--- src/wb_params.svh ---
// widths, SPR indices, exception vectors and MSR masks shared by the writeback stage and its testbench
`ifndef WB_PARAMS_SVH
`define WB_PARAMS_SVH

////////////////////////////////////////
// datapath widths

`define WB_REGSZ       32    // GPR and SPR width
`define WB_XERCRSZ     64    // XER and CR travel together
`define WB_SPR_BITS    6     // SPR file index

////////////////////////////////////////
// SPR indices written by the exception path

`define WB_SPR_SRR0    6'd0
`define WB_SPR_SRR1    6'd1
`define WB_SPR_DAR     6'd2
`define WB_SPR_DSISR   6'd3

////////////////////////////////////////
// exception vectors, offsets from the vector base

`define WB_VEC_DSI       32'h0000_0300
`define WB_VEC_ISI       32'h0000_0400
`define WB_VEC_ALIGN     32'h0000_0600
`define WB_VEC_PROGRAM   32'h0000_0700
`define WB_VEC_SYSCALL   32'h0000_0c00

`define WB_HIGH_VEC_BASE 32'hfff0_0000   // used when MSR[IP] is set

// MSR bits
`define WB_MSR_IP        32'h0000_0040
// EE, PR, IR and DR, cleared on exception entry
`define WB_MSR_CLEAR     32'h0000_c030

// DSISR bits
`define WB_DSISR_PAGE    32'h4000_0000   // no translation found
`define WB_DSISR_STORE   32'h0200_0000   // faulting access was a store

`endif

--- src/wb_pkg.sv ---
// fault codes, write-port sources and the packed bundles passed between writeback blocks and the testbench
`include "wb_params.svh"

package wb_pkg;

   ////////////////////////////////////////
   // enums

   // fault code from the memory stage, none means a normal result
   typedef enum logic [3:0] {
      fault_none      = 4'd0,
      fault_isi       = 4'd1,
      fault_dsi_load  = 4'd2,
      fault_dsi_store = 4'd3,
      fault_align     = 4'd4,
      fault_program   = 4'd5,
      fault_syscall   = 4'd6
   } fault_e;

   // value source of GPR port 0 and the special SPR port
   typedef enum logic [2:0] {
      src_r0      = 3'd0,
      src_r1      = 3'd1,
      src_mem_res = 3'd2,
      src_sxt16   = 3'd3,   // sign-extended halfword load
      src_bswap16 = 3'd4,   // byte-reversed halfword load
      src_bswap32 = 3'd5    // byte-reversed word load
   } wb_src_e;

   ////////////////////////////////////////
   // inputs from the memory stage

   // decode controls, 34 bits
   typedef struct packed {
      logic                    gpr0_en;
      logic [4:0]              gpr0_reg;
      wb_src_e                 gpr0_src;
      logic                    gpr1_en;
      logic [4:0]              gpr1_reg;
      logic                    spr_en;
      logic [`WB_SPR_BITS-1:0] spr_idx;
      logic                    sspr_en;
      logic [`WB_SPR_BITS-1:0] sspr_idx;
      wb_src_e                 sspr_src;   // r0 or r1 only
      logic                    xercr_en;
      logic                    unlock_generic;
   } wb_bundle_t;

   typedef struct packed {
      logic [`WB_REGSZ-1:0]   r0;
      logic [`WB_REGSZ-1:0]   r1;
      logic [`WB_REGSZ-1:0]   res;    // load or ALU result
      logic [`WB_REGSZ-1:0]   addr;   // effective address, DAR on a DSI
      logic [`WB_XERCRSZ-1:0] rc;
   } wb_operands_t;

   typedef struct packed {
      logic                 valid;
      fault_e               fault;
      logic [`WB_REGSZ-1:0] pc;
      logic [31:0]          msr;
   } wb_in_t;

   ////////////////////////////////////////
   // register-file and fetch outputs

   typedef struct packed {
      logic                 en;
      logic [4:0]           regnum;
      logic [`WB_REGSZ-1:0] value;
   } gpr_wr_t;

   typedef struct packed {
      logic                    en;
      logic [`WB_SPR_BITS-1:0] regnum;
      logic [`WB_REGSZ-1:0]    value;
   } spr_wr_t;

   typedef struct packed {
      logic                   en;
      logic [`WB_XERCRSZ-1:0] value;
   } xercr_wr_t;

   typedef struct packed {
      logic                 valid;
      logic [`WB_REGSZ-1:0] pc;
      logic [31:0]          msr;
   } pcmsr_t;

endpackage

--- src/wb_exc_calc.sv ---
// combinational exception calculation, instantiated by the writeback top to feed the exception sequencer
`timescale 1ns/100ps
`include "wb_params.svh"

module wb_exc_calc
   import wb_pkg::*;
(
   input  fault_e               fault,
   input  logic [`WB_REGSZ-1:0] pc,
   input  logic [31:0]          msr,

   output logic [`WB_REGSZ-1:0] saved_pc,    // to SRR0
   output logic [31:0]          saved_msr,   // to SRR1
   output logic [`WB_REGSZ-1:0] new_pc,
   output logic [31:0]          new_msr,
   output logic [31:0]          dsisr,
   output logic                 two_cycle    // DSI needs DAR/DSISR first
);

   logic [`WB_REGSZ-1:0] vector;
   logic [`WB_REGSZ-1:0] vec_base;
   logic                 is_dsi;
   logic                 is_syscall;

   ////////////////////////////////////////
   // vector select

   always_comb begin
      case (fault)
         fault_isi:       vector = `WB_VEC_ISI;
         fault_dsi_load,
         fault_dsi_store: vector = `WB_VEC_DSI;
         fault_align:     vector = `WB_VEC_ALIGN;
         fault_program:   vector = `WB_VEC_PROGRAM;
         fault_syscall:   vector = `WB_VEC_SYSCALL;
         default:         vector = '0;   // no fault, result unused
      endcase
   end

   // IP picks the high vector table
   assign vec_base = ((msr & `WB_MSR_IP) != 32'h0) ? `WB_HIGH_VEC_BASE : '0;

   assign new_pc = vec_base + vector;

   ////////////////////////////////////////
   // saved state

   assign is_syscall = (fault == fault_syscall);

   // sc resumes after itself, everything else re-executes
   assign saved_pc  = is_syscall ? (pc + 32'd4) : pc;
   assign saved_msr = msr;

   // translation off, supervisor, interrupts masked
   assign new_msr = msr & ~`WB_MSR_CLEAR;

   ////////////////////////////////////////
   // data storage faults

   assign is_dsi = (fault == fault_dsi_load) || (fault == fault_dsi_store);

   always_comb begin
      dsisr = `WB_DSISR_PAGE;
      if (fault == fault_dsi_store) begin
         dsisr = dsisr | `WB_DSISR_STORE;
      end
   end

   assign two_cycle = is_dsi;

endmodule

--- src/wb_exc_sequencer.sv ---
// two-state exception sequencer of the writeback stage, drives commit, annul, exception SPR writes and new PC/MSR
`timescale 1ns/100ps
`include "wb_params.svh"

module wb_exc_sequencer
   import wb_pkg::*;
(
   input  logic                 clk,
   input  logic                 reset,

   input  wb_in_t               mem_in,
   input  logic [`WB_REGSZ-1:0] addr,

   // from the exception calculation
   input  logic [`WB_REGSZ-1:0] saved_pc,
   input  logic [31:0]          saved_msr,
   input  logic [`WB_REGSZ-1:0] new_pc,
   input  logic [31:0]          new_msr,
   input  logic [31:0]          dsisr,
   input  logic                 two_cycle,

   output logic                 commit,
   output logic                 annul,
   output spr_wr_t              exc_spr,     // DAR or SRR0
   output spr_wr_t              exc_sspr,    // DSISR or SRR1
   output pcmsr_t               new_pcmsr
);

   typedef enum logic {
      st_normal,
      st_second_cycle
   } seq_state_e;

   seq_state_e state;

   logic fault_cycle;
   logic first_cycle;     // DAR/DSISR cycle of a DSI
   logic one_cycle_exc;
   logic second_cycle;    // SRR0/SRR1 cycle of a DSI
   logic take_exc;        // SRR writes plus redirect

   ////////////////////////////////////////
   // cycle decode

   assign fault_cycle   = mem_in.valid && (mem_in.fault != fault_none);
   assign first_cycle   = fault_cycle && (state == st_normal) && two_cycle;
   assign one_cycle_exc = fault_cycle && !first_cycle;

   // memory stage was annulled last cycle, so valid is low here
   assign second_cycle  = (state == st_second_cycle) && !mem_in.valid;
   assign take_exc      = one_cycle_exc || second_cycle;

   assign commit = mem_in.valid && (mem_in.fault == fault_none);
   assign annul  = fault_cycle;

   ////////////////////////////////////////
   // exception writes and redirect

   always_comb begin
      exc_spr   = '0;
      exc_sspr  = '0;
      new_pcmsr = '0;

      if (first_cycle) begin
         exc_spr.en      = 1'b1;
         exc_spr.regnum  = `WB_SPR_DAR;
         exc_spr.value   = addr;
         exc_sspr.en     = 1'b1;
         exc_sspr.regnum = `WB_SPR_DSISR;
         exc_sspr.value  = dsisr;
      end else if (take_exc) begin
         exc_spr.en      = 1'b1;
         exc_spr.regnum  = `WB_SPR_SRR0;
         exc_spr.value   = saved_pc;
         exc_sspr.en     = 1'b1;
         exc_sspr.regnum = `WB_SPR_SRR1;
         exc_sspr.value  = saved_msr;
         new_pcmsr.valid = 1'b1;
         new_pcmsr.pc    = new_pc;
         new_pcmsr.msr   = new_msr;
      end
   end

   always_ff @(posedge clk) begin
      if (reset) begin
         state <= st_normal;
      end else if (first_cycle) begin
         state <= st_second_cycle;
      end else if (state == st_second_cycle) begin
         state <= st_normal;   // second cycle always finishes
      end
   end

   ////////////////////////////////////////
   // checks on the memory stage

   a_second_cycle_idle: assert property (
      @(posedge clk) disable iff (reset)
      (state == st_second_cycle) |-> !mem_in.valid);

   a_fault_code_range: assert property (
      @(posedge clk) disable iff (reset)
      mem_in.valid |-> (mem_in.fault <= fault_syscall));

endmodule

--- src/wb_port_select.sv ---
// builds the register-file write ports of the writeback stage, exception SPR writes override normal ones
`timescale 1ns/100ps
`include "wb_params.svh"

module wb_port_select
   import wb_pkg::*;
(
   input  wb_bundle_t   bundle,
   input  wb_operands_t ops,
   input  logic         commit,      // valid, fault free
   input  spr_wr_t      exc_spr,
   input  spr_wr_t      exc_sspr,

   output gpr_wr_t      gpr0,
   output gpr_wr_t      gpr1,
   output spr_wr_t      spr,
   output spr_wr_t      sspr,
   output xercr_wr_t    xercr,
   output logic         unlock_generic
);

   logic [`WB_REGSZ-1:0] gpr0_value;
   logic [`WB_REGSZ-1:0] sspr_value;

   ////////////////////////////////////////
   // value sources

   // load transforms sit on port 0 only
   always_comb begin
      case (bundle.gpr0_src)
         src_r0:      gpr0_value = ops.r0;
         src_r1:      gpr0_value = ops.r1;
         src_mem_res: gpr0_value = ops.res;
         src_sxt16: begin
            gpr0_value = {{(`WB_REGSZ-16){ops.res[15]}}, ops.res[15:0]};
         end
         src_bswap16: begin
            gpr0_value = {{(`WB_REGSZ-16){1'b0}}, ops.res[7:0], ops.res[15:8]};
         end
         src_bswap32: begin
            gpr0_value = {ops.res[7:0], ops.res[15:8], ops.res[23:16], ops.res[31:24]};
         end
         default:     gpr0_value = '0;
      endcase
   end

   always_comb begin
      case (bundle.sspr_src)
         src_r0:  sspr_value = ops.r0;
         src_r1:  sspr_value = ops.r1;
         default: sspr_value = '0;   // no other path to the special port
      endcase
   end

   ////////////////////////////////////////
   // write ports

   always_comb begin
      gpr0  = '0;
      gpr1  = '0;
      spr   = '0;
      sspr  = '0;
      xercr = '0;

      if (commit && bundle.gpr0_en) begin
         gpr0.en     = 1'b1;
         gpr0.regnum = bundle.gpr0_reg;
         gpr0.value  = gpr0_value;
      end

      if (commit && bundle.gpr1_en) begin
         gpr1.en     = 1'b1;
         gpr1.regnum = bundle.gpr1_reg;
         gpr1.value  = ops.r0;
      end

      // SPR and special SPR may both be written in one cycle
      if (exc_spr.en) begin
         spr = exc_spr;
      end else if (commit && bundle.spr_en) begin
         spr.en     = 1'b1;
         spr.regnum = bundle.spr_idx;
         spr.value  = ops.r0;
      end

      if (exc_sspr.en) begin
         sspr = exc_sspr;
      end else if (commit && bundle.sspr_en) begin
         sspr.en     = 1'b1;
         sspr.regnum = bundle.sspr_idx;
         sspr.value  = sspr_value;
      end

      if (commit && bundle.xercr_en) begin
         xercr.en    = 1'b1;
         xercr.value = ops.rc;
      end
   end

   // generic lock release is separate from per-register tracking in decode
   assign unlock_generic = commit && bundle.unlock_generic;

   // decode never routes a load result to the special port
   a_sspr_src: assert final (!(commit && bundle.sspr_en) ||
                             (bundle.sspr_src inside {src_r0, src_r1}));

endmodule

--- src/writeback.sv ---
// top of the writeback stage, connects exception calculation, sequencer and write-port selection
`timescale 1ns/100ps
`include "wb_params.svh"

module writeback
   import wb_pkg::*;
(
   input  logic         clk,
   input  logic         reset,

   // from the memory stage
   input  wb_in_t       mem_in,
   input  wb_bundle_t   bundle,
   input  wb_operands_t ops,

   // to the register files
   output gpr_wr_t      gpr0,
   output gpr_wr_t      gpr1,
   output spr_wr_t      spr,
   output spr_wr_t      sspr,
   output xercr_wr_t    xercr,
   output logic         unlock_generic,

   // to fetch
   output pcmsr_t       new_pcmsr,
   output logic         annul
);

   logic [`WB_REGSZ-1:0] exc_saved_pc;
   logic [31:0]          exc_saved_msr;
   logic [`WB_REGSZ-1:0] exc_new_pc;
   logic [31:0]          exc_new_msr;
   logic [31:0]          exc_dsisr;
   logic                 two_cycle;

   logic                 commit;
   spr_wr_t              exc_spr;
   spr_wr_t              exc_sspr;

   wb_exc_calc i_exc_calc (
      .fault     (mem_in.fault),
      .pc        (mem_in.pc),
      .msr       (mem_in.msr),
      .saved_pc  (exc_saved_pc),
      .saved_msr (exc_saved_msr),
      .new_pc    (exc_new_pc),
      .new_msr   (exc_new_msr),
      .dsisr     (exc_dsisr),
      .two_cycle (two_cycle)
   );

   wb_exc_sequencer i_exc_sequencer (
      .clk       (clk),
      .reset     (reset),
      .mem_in    (mem_in),
      .addr      (ops.addr),
      .saved_pc  (exc_saved_pc),
      .saved_msr (exc_saved_msr),
      .new_pc    (exc_new_pc),
      .new_msr   (exc_new_msr),
      .dsisr     (exc_dsisr),
      .two_cycle (two_cycle),
      .commit    (commit),
      .annul     (annul),
      .exc_spr   (exc_spr),
      .exc_sspr  (exc_sspr),
      .new_pcmsr (new_pcmsr)
   );

   wb_port_select i_port_select (
      .bundle         (bundle),
      .ops            (ops),
      .commit         (commit),
      .exc_spr        (exc_spr),
      .exc_sspr       (exc_sspr),
      .gpr0           (gpr0),
      .gpr1           (gpr1),
      .spr            (spr),
      .sspr           (sspr),
      .xercr          (xercr),
      .unlock_generic (unlock_generic)
   );

endmodule

--- config.mk ---
export PLATFORM = sky130hd
export DESIGN_NAME = writeback
export DESIGN_NICKNAME = d
export VERILOG_FILES = /design/src/wb_pkg.sv /design/src/wb_exc_calc.sv /design/src/wb_exc_sequencer.sv /design/src/wb_port_select.sv /design/src/writeback.sv
export VERILOG_INCLUDE_DIRS = /design/src
export SDC_FILE = /design/constraint.sdc
export NUM_CORES = 1
export LEC_CHECK = 0
export ABC_AREA = 1
export ABC_CLOCK_PERIOD_IN_PS = 5350
export BUFFER_PORTS_ARGS = -buffer_cell sky130_fd_sc_hd__buf_2
export CAP_MARGIN = 20
export CORE_AREA = 2 2 228 230
export CTS_BUF_LIST = sky130_fd_sc_hd__clkbuf_4 sky130_fd_sc_hd__clkbuf_8
export CTS_CLUSTER_SIZE = 30
export DETAILED_ROUTE_END_ITERATION = 12
export DIE_AREA = 0 0 230 232
export HOLD_SLACK_MARGIN = 0.08
export PLACE_DENSITY_LB_ADDON = 0.3
export SLEW_MARGIN = 20
export SYNTH_ARGS = -nofsm -noshare
export SYNTH_HDL_FRONTEND = slang
export SYNTH_SLANG_ARGS = --single-unit
--- constraint.sdc ---
create_clock -name clk -period 5.35 [get_ports clk]
set_clock_uncertainty 0.15 [all_clocks]
set_input_delay 0.535 -clock clk [delete_from_list [all_inputs] [get_ports clk]]
set_output_delay 0.535 -clock clk [all_outputs]
set_load 0.005 [all_outputs]
==> results of run 1 <==
==> worst paths after layout <==
path	from	endpoint	slack, ns
hold / removal	i_exc_sequencer.state$_SDFF_PP0_	i_exc_sequencer.state$_SDFF_PP0_	0.51
setup / recovery	bundle[27]	gpr0[17]	1.66
setup reg to reg	i_exc_sequencer.state$_SDFF_PP0_	i_exc_sequencer.state$_SDFF_PP0_	4.40
hold reg to reg	i_exc_sequencer.state$_SDFF_PP0_	i_exc_sequencer.state$_SDFF_PP0_	0.51
==> per-stage QoR <==
| step | area, sq um | utilization | instances |
|---|---|---|---|
| 6_report | 8100 | 0.159 | 2164 |
| 5_1_grt | 8080 | 0.159 | 2157 |
| 4_1_cts | 8070 | 0.159 | 2153 |
| 3_5_place_dp | 8070 | 0.159 | 2153 |
| 3_3_place_gp | 8070 | 0.159 | 2153 |
| 2_1_floorplan | 4860 | - | 986 |
==> logic make-up (layout without fill, tap and decap cells) <==
kind of cell               after synthesis  after routing  synth area share
buffers and inverters                  319            806             0.293
DFF                                      1              1           0.00418
adders and majority gates                1              1           0.00261
other                                    1             31          0.000784
and+or+nand+nor                        421            421             0.395
AOI/OAI and AO/OA                      223            223             0.303
xor gates and xnor gates                 1              1           0.00183
==> area by class of cell <==
type | instances | area (sq um)
sequential | 1 | 20.0
tap | 680 | 851
multi-input combinational | 666 | 3440
timing repair buffer | 569 | 2870
fill | 6182 | 42800
inverter | 237 | 892
antenna | 11 | 27.5
==> worst min-delay path, delay by kind of cell, from the launching register on <==
family | cells | cell delay [ns]
DFF | 1 | 0.34
and+or+nand+nor | 3 | 0.26
==> layer usage <==
layer	track usage	routed length, microns
met3	0.0370	3660
met2	0.353	27600
met1	0.219	21400
met4	0.0560	1850
met5	0	51
==> cell usage in the layout, fill, tap and decap left out, drive strengths merged <==
cell,synthesis,final
buf,67,569
inv,236,236
nor2,208,208
nand2,130,130
nand3,65,65
o22ai,60,60
a21oi,37,37
o21ai,35,35
a31o,26,26
a22oi,20,20
conb,1,20
a211oi,15,15
nand4,13,13
diode,0,11
o21bai,10,10
a31oi,9,9
o211ai,5,5
nor3,3,3
o221ai,2,2
a32o,2,2
or2,2,2
xor2,1,1
clkinv,1,1
a41oi,1,1
o21a,1,1
ha,1,1
dfxtp,1,1
==> out/summary.txt, run 1 <==
Async SR Flop Fraction = 0
Core Region = 0.0509 sq mm
Cells along the critical path = buf_2, clkinv_1, nand2_2, nor2_2, inv_1, o22ai_1, a21oi_1, a31oi_1, buf_2
Hpwl dp = 46.9 mm
Biggest registers after layout = i_exc_sequencer.state x1
Status = completed
Die area = 0.0534 sq mm
Crit-path max FO = 17
First-pass GRT wire length = 70.6 mm
Final hold violations = 0
WL/cell = 25.2 microns
Hold Slack = 0.509 ns
Synth cell count leaders = inv_1 (231), nor2_1 (176), nand2_1 (123), nand3_1 (62), o22ai_1 (60)
Drt total wl = 54.5 mm
CP max-delay cell = nor2_2
WS Path Type = primary input to primary output
Worst Path Required = 4.66 ns
DR vias = 8749
Cell with the most instances after synthesis = inv_1
CTS Hold Bufs = 0
WP depth = 9
GR Util All Layers = 0.190
Initial core utilization = 0.0940
Cell variety after synth = 44
Crit path buf inv count = 4
Die H = 232 microns
Cell taking the most area after synthesis = inv_1
Avg Inst Size Synth = 4.95 sq um
Final setup viols = 0
I/O Buffers = 562
GRT Residual Overflow = 0
Post-synth EDFFs = 0
Ranking of synthesized cells by area = inv_1 (18%), nor2_1 (14%), nand2_1 (9.6%)
Drt pass-1 iters = 5
Post-Syn Instances = 967
Worst Reg-to-Reg Cells = 3
Ports = 583
Postcts setup bufs = 0
Final Cycle Share = 0.690
Pre-CTS setup slack = 1.65 ns
Unrepaired setup endpoints after global routing = false
Largest net degree at the start of global routing = 45
DRT antenna net count = 0
Hold Path Depth = 3
Detail-routed via count per cell = 4.04
Count of nets after finishing = 1773
Row cnt = 83
Largest register FFs = 1
CTS clk-pin slew, worst paths = 0 ns
Crit end category = primary output
Area Overhead vs Synth = 69.2%
Top cell type's share of synthesized area = 0.181
Max_cap viols = 0
Fin crit period = 3.69 ns
Setup TNS = 0 ns
Cell mode on critical path = buf_2
Seq cells post-synth = 1
Vias in the first global route = 8521
Post-CTS Resized = 0
Largest Register = i_exc_sequencer.state
CP startpoint kind = primary input
DRC Markers = 0
Die Wd = 230 microns
CP max stage delay = 0.55 ns
Family with the most delay on the worst path = buffers and inverters
Fraction of layout cells with a size suffix above 1 = 0.427
Initial detailed-routing violation count = 520
Initial antenna violation count = 17
Synth Cell Area = 0.00478 sq mm
Worst-Margin Slew = 1.08 ns
Fin worst setup slack = 1.66 ns
Critical path arrival = 3.01 ns
HP Class = flop to flop
Routability cong. = 0.956
Final Max Tran Viols = 0
Yosys warns = 0
Later-pin clock latency in the skew report = 0 ns
Most used DFF post-synth = dfxtp_1
Slew margin rel. = 0.277
Fmax = 271 MHz
Sequential share of the synthesized area = 0.00418
==> run 2: changes to the inputs <==
Settings changed: ABC_CLOCK_PERIOD_IN_PS 5350 to 3200.
Clock period 5.35 ns to 3.2 ns, I/O delays scaled along.
==> run 2 against run 1 <==
  * Global-route usage is 0.083 points lower
  * Final cell count is 1.1% higher
  * Sequential share of layout area hardly changed
  * First-iteration DRC count is 16% lower
  * Utilization is 0.36 points higher
  * Routed wire length is 1.1% lower
  * Die area stayed put
  * Cell area is 2.3% higher
  * Register-to-register slack worse by 2.2 ns
  * Worst hold slack worse by 0.17 ns
  * Critical endpoint is now xercr[40]
==> out/summary.txt, run 2 (synthesis results as in run 1) <==
Largest register FFs = 1
Biggest registers after layout = i_exc_sequencer.state x1
Drt total wl = 54.0 mm
Crit path buf inv count = 5
CP max-delay cell = buf_4
Row cnt = 83
CTS clk-pin slew, worst paths = 0 ns
I/O Buffers = 562
Core Region = 0.0509 sq mm
DRT antenna net count = 0
CP startpoint kind = primary input
Status = completed
Crit-path max FO = 36
Unrepaired setup endpoints after global routing = false
Drt pass-1 iters = 5
Fraction of layout cells with a size suffix above 1 = 0.435
Die area = 0.0534 sq mm
Critical path arrival = 2.27 ns
Family with the most delay on the worst path = buffers and inverters
Largest Register = i_exc_sequencer.state
DRC Markers = 0
Final hold violations = 0
Die H = 232 microns
VDD IR max = 55.7 uV
Initial detailed-routing violation count = 439
Worst-Margin Slew = 0.795 ns
Max_cap viols = 0
Area Overhead vs Synth = 73.1%
WS Path Type = primary input to primary output
Leakage dissipation = 0.00521 uW
DR vias = 8824
Crit end category = primary output
Cells along the critical path = buf_2, nor2_4, nand3_4, inv_2, buf_4, nand2_2, buf_4, nor2_1, buf_2
Ports = 583
CTS Hold Bufs = 0
Slew margin rel. = 0.468
Setup TNS = 0 ns
Fmax = 365 MHz
CP max stage delay = 0.43 ns
Pre-CTS setup slack = 0.518 ns
Later-pin clock latency in the skew report = 0 ns
Postcts setup bufs = 0
Count of nets after finishing = 1796
Routability cong. = 0.938
HP Class = primary input to flop
Worst Path Required = 2.73 ns
Detail-routed via count per cell = 4.03
Final Max Tran Viols = 0
Leading cell type in the layout, fill and taps excluded = buf_2
Fin crit period = 2.74 ns
Initial core utilization = 0.0940
WL/cell = 24.7 microns
Post-CTS Resized = 0
Final Cycle Share = 0.856
Vias in the first global route = 8636
Hpwl dp = 47.9 mm
GRT Residual Overflow = 0
GR Util All Layers = 0.189
Largest net degree at the start of global routing = 39
Initial antenna violation count = 24
Highest-count cells in the layout ignoring fill and taps = buf_2 (562), inv_1 (231), nor2_1 (176)
Fin worst setup slack = 0.462 ns
PwrDens = 109 mW/mm^2
Die Wd = 230 microns
Final setup viols = 0
Fill cell count = 6120
First-pass GRT wire length = 70.6 mm
-- run 2: area by class of cell --
type,instances,area (sq um),area share
Timing Repair Buffer,592,3050,0.368
Sequential cell,1,20.0,0.00242
Inverter,237,892,0.108
Tap cell,680,851,0.103
Multi-Input combinational cell,666,3440,0.415
Antenna cell,12,30.0,0.00363
-- run 2: stage by stage --
stage | total power (uW) | cells | hold slack [ns] | instance area, sq um | util
5_1_grt | 984 | 2181 | 0.349 | 8270 | 0.162
6_report | 901 | 2188 | 0.336 | 8280 | 0.163
2_1_floorplan | 384 | 986 | 0.242 | 4860 | -
3_5_place_dp | 911 | 2176 | 0.332 | 8250 | 0.162
3_3_place_gp | 917 | 2176 | 0.329 | 8250 | 0.162
4_1_cts | 916 | 2176 | 0.336 | 8250 | 0.162
-- run 2: power breakdown --
group / switching, uW / internal, uW
Clock: 0 / 0.000509
Combinational: 555 / 333
Sequential: 0.207 / 12.9
-- run 2: worst paths after layout --
path | start | to | slack [ns] | depth (start not counted)
setup / recovery | mem_in[67] | xercr[40] | 0.46 | 9
hold / removal | reset | i_exc_sequencer.state$_SDFF_PP0_ | 0.34 | 2
setup reg to reg | i_exc_sequencer.state$_SDFF_PP0_ | i_exc_sequencer.state$_SDFF_PP0_ | 2.23 | 3
hold reg to reg | i_exc_sequencer.state$_SDFF_PP0_ | i_exc_sequencer.state$_SDFF_PP0_ | 0.53 | 3
-- run 2: layer usage --
layer | global-route usage | wire length, microns | vias to the layer above
met5 | 0 | 48 | -
met4 | 0.0563 | 2490 | 8
met3 | 0.0313 | 3260 | 69
met2 | 0.351 | 26600 | 468
met1 | 0.221 | 21500 | 4162
li1 | - | - | 4117
-- run 2: worst reg2reg max path, stage by stage (launching register included) --
cell,delay (ns)
dfxtp_1,0.31
nor2_4,0.17
nand2_1,0.15
nor2_1,0.11
Note: power is estimated with default switching activity, not from simulation.
==> run 3: changes to the inputs <==
Settings changed: CORE_AREA 2 2 228 230 to 2 2 225 227, DIE_AREA 0 0 230 232 to 0 0 227 229.
==> run 3 against run 2 <==
  * Worst setup slack better by 0.052 ns
  * Routed wire length is 4.3% lower
  * Maximum frequency is 2.0% higher
  * Sequential power hardly changed
  * Total power is 0.99% lower
  * Final cell count is 0.73% lower
  * Largest cell class unchanged
  * Largest power group unchanged
  * Highest routed layer unchanged
==> out/summary.txt, run 3 (synthesis results as in run 1) <==
CP max stage delay = 0.32 ns
Drt total wl = 51.6 mm
Ports = 583
Hpwl dp = 45.5 mm
Worst-Margin Slew = 0.761 ns
WS Path Type = primary input to primary output
Initial antenna violation count = 15
Fmax = 372 MHz
Die H = 229 microns
WL/cell = 23.8 microns
Vias in the first global route = 8767
Slew margin rel. = 0.492
Critical path arrival = 2.22 ns
Leakage dissipation = 0.00521 uW
Crit path buf inv count = 5
First-pass GRT wire length = 67.7 mm
Fin crit period = 2.69 ns
Area Overhead vs Synth = 72.4%
Largest Register = i_exc_sequencer.state
Postcts setup bufs = 0
Setup TNS = 0 ns
Leading cell type in the layout, fill and taps excluded = buf_2
CP max-delay cell = nor2_1
Initial core utilization = 0.0964
Family with the most delay on the worst path = buffers and inverters
CP startpoint kind = primary input
Status = completed
GR Util All Layers = 0.185
DRT antenna net count = 0
Layout Utilization = 0.166
GRT Residual Overflow = 0
Pwr Total = 892 uW
PwrDens = 108 mW/mm^2
Later-pin clock latency in the skew report = 0 ns
Cell mode on critical path = buf_4
Max_cap viols = 0
CTS Hold Bufs = 0
Die Wd = 227 microns
Drt pass-1 iters = 5
Final Max Tran Viols = 0
Unrepaired setup endpoints after global routing = false
Crit end category = primary output
GRT met2 Usage = 0.339
Final setup viols = 0
HP Class = primary input to flop
Count of nets after finishing = 1793
Fraction of layout cells with a size suffix above 1 = 0.434
M3 GR Usage = 0.0308
Highest-count cells in the layout ignoring fill and taps = buf_2 (562), inv_1 (231), nor2_1 (176)
Initial detailed-routing violation count = 450
I/O Buffers = 562
Row cnt = 82
Core Region = 0.0497 sq mm
Global route hottest layer = met2
Worst Path Required = 2.73 ns
Final hold violations = 0
Crit-path max FO = 14
Detail-routed via count per cell = 4.05
Biggest registers after layout = i_exc_sequencer.state x1
Largest net degree at the start of global routing = 41
Largest register FFs = 1
DRC Markers = 0
Final Cycle Share = 0.839
Post-CTS Resized = 0
CTS clk-pin slew, worst paths = 0 ns
Routability cong. = 0.829
VDD IR max = 45.3 uV
Die area = 0.0520 sq mm
Cells along the critical path = buf_2, nor2_1, buf_4, buf_4, nand2_1, buf_4, o22ai_1, nand3_1, nand2_1, buf_2
DR vias = 8791
Met1 Use GR = 0.226
[run 3: routing by layer]
layer / up-vias / part of all wire / routed length (microns)
li1: 4115 / - / -
met4: 8 / 0.020 / 1050
met3: 47 / 0.070 / 3610
met1: 4160 / 0.41 / 21100
met5: - / 0.0011 / 55
met2: 461 / 0.50 / 25800
[run 3: final cells by class]
class	instances	area (sq um)
fill	6040	41400
timing repair buffer	589	3040
inverter	237	892
tap	672	841
multi-input combinational	666	3440
sequential	1	20.0
antenna	7	17.5
[run 3: metrics by stage]
stage	instances	hold slack [ns]	cell area [sq um]	setup slack (ns)
2_1_floorplan	986	0.242	4860	1.26
3_3_place_gp	2165	0.333	8230	0.461
3_5_place_dp	2165	0.329	8230	0.468
4_1_cts	2165	0.330	8230	0.471
5_1_grt	2170	0.350	8250	0.405
6_report	2172	0.329	8250	0.515
[run 3: path summary, 6_finish.rpt]
path                                    startpoint                                to  slack (ns)  depth (start not counted)
setup reg to reg  i_exc_sequencer.state$_SDFF_PP0_  i_exc_sequencer.state$_SDFF_PP0_        2.24                          3
setup / recovery                         bundle[3]                          sspr[15]        0.51                         10
hold / removal                               reset  i_exc_sequencer.state$_SDFF_PP0_        0.33                          2
hold reg to reg   i_exc_sequencer.state$_SDFF_PP0_  i_exc_sequencer.state$_SDFF_PP0_        0.53                          3
[run 3: report_power, final]
| group | switching [uW] | leakage, uW | internal (uW) | total (uW) |
|---|---|---|---|---|
| Clock | 0 | 0.0000000444 | 0.000257 | 0.000257 |
| Combinational | 544 | 0.00520 | 334 | 879 |
| Sequential | 0.195 | 0.00000809 | 12.9 | 13.1 |
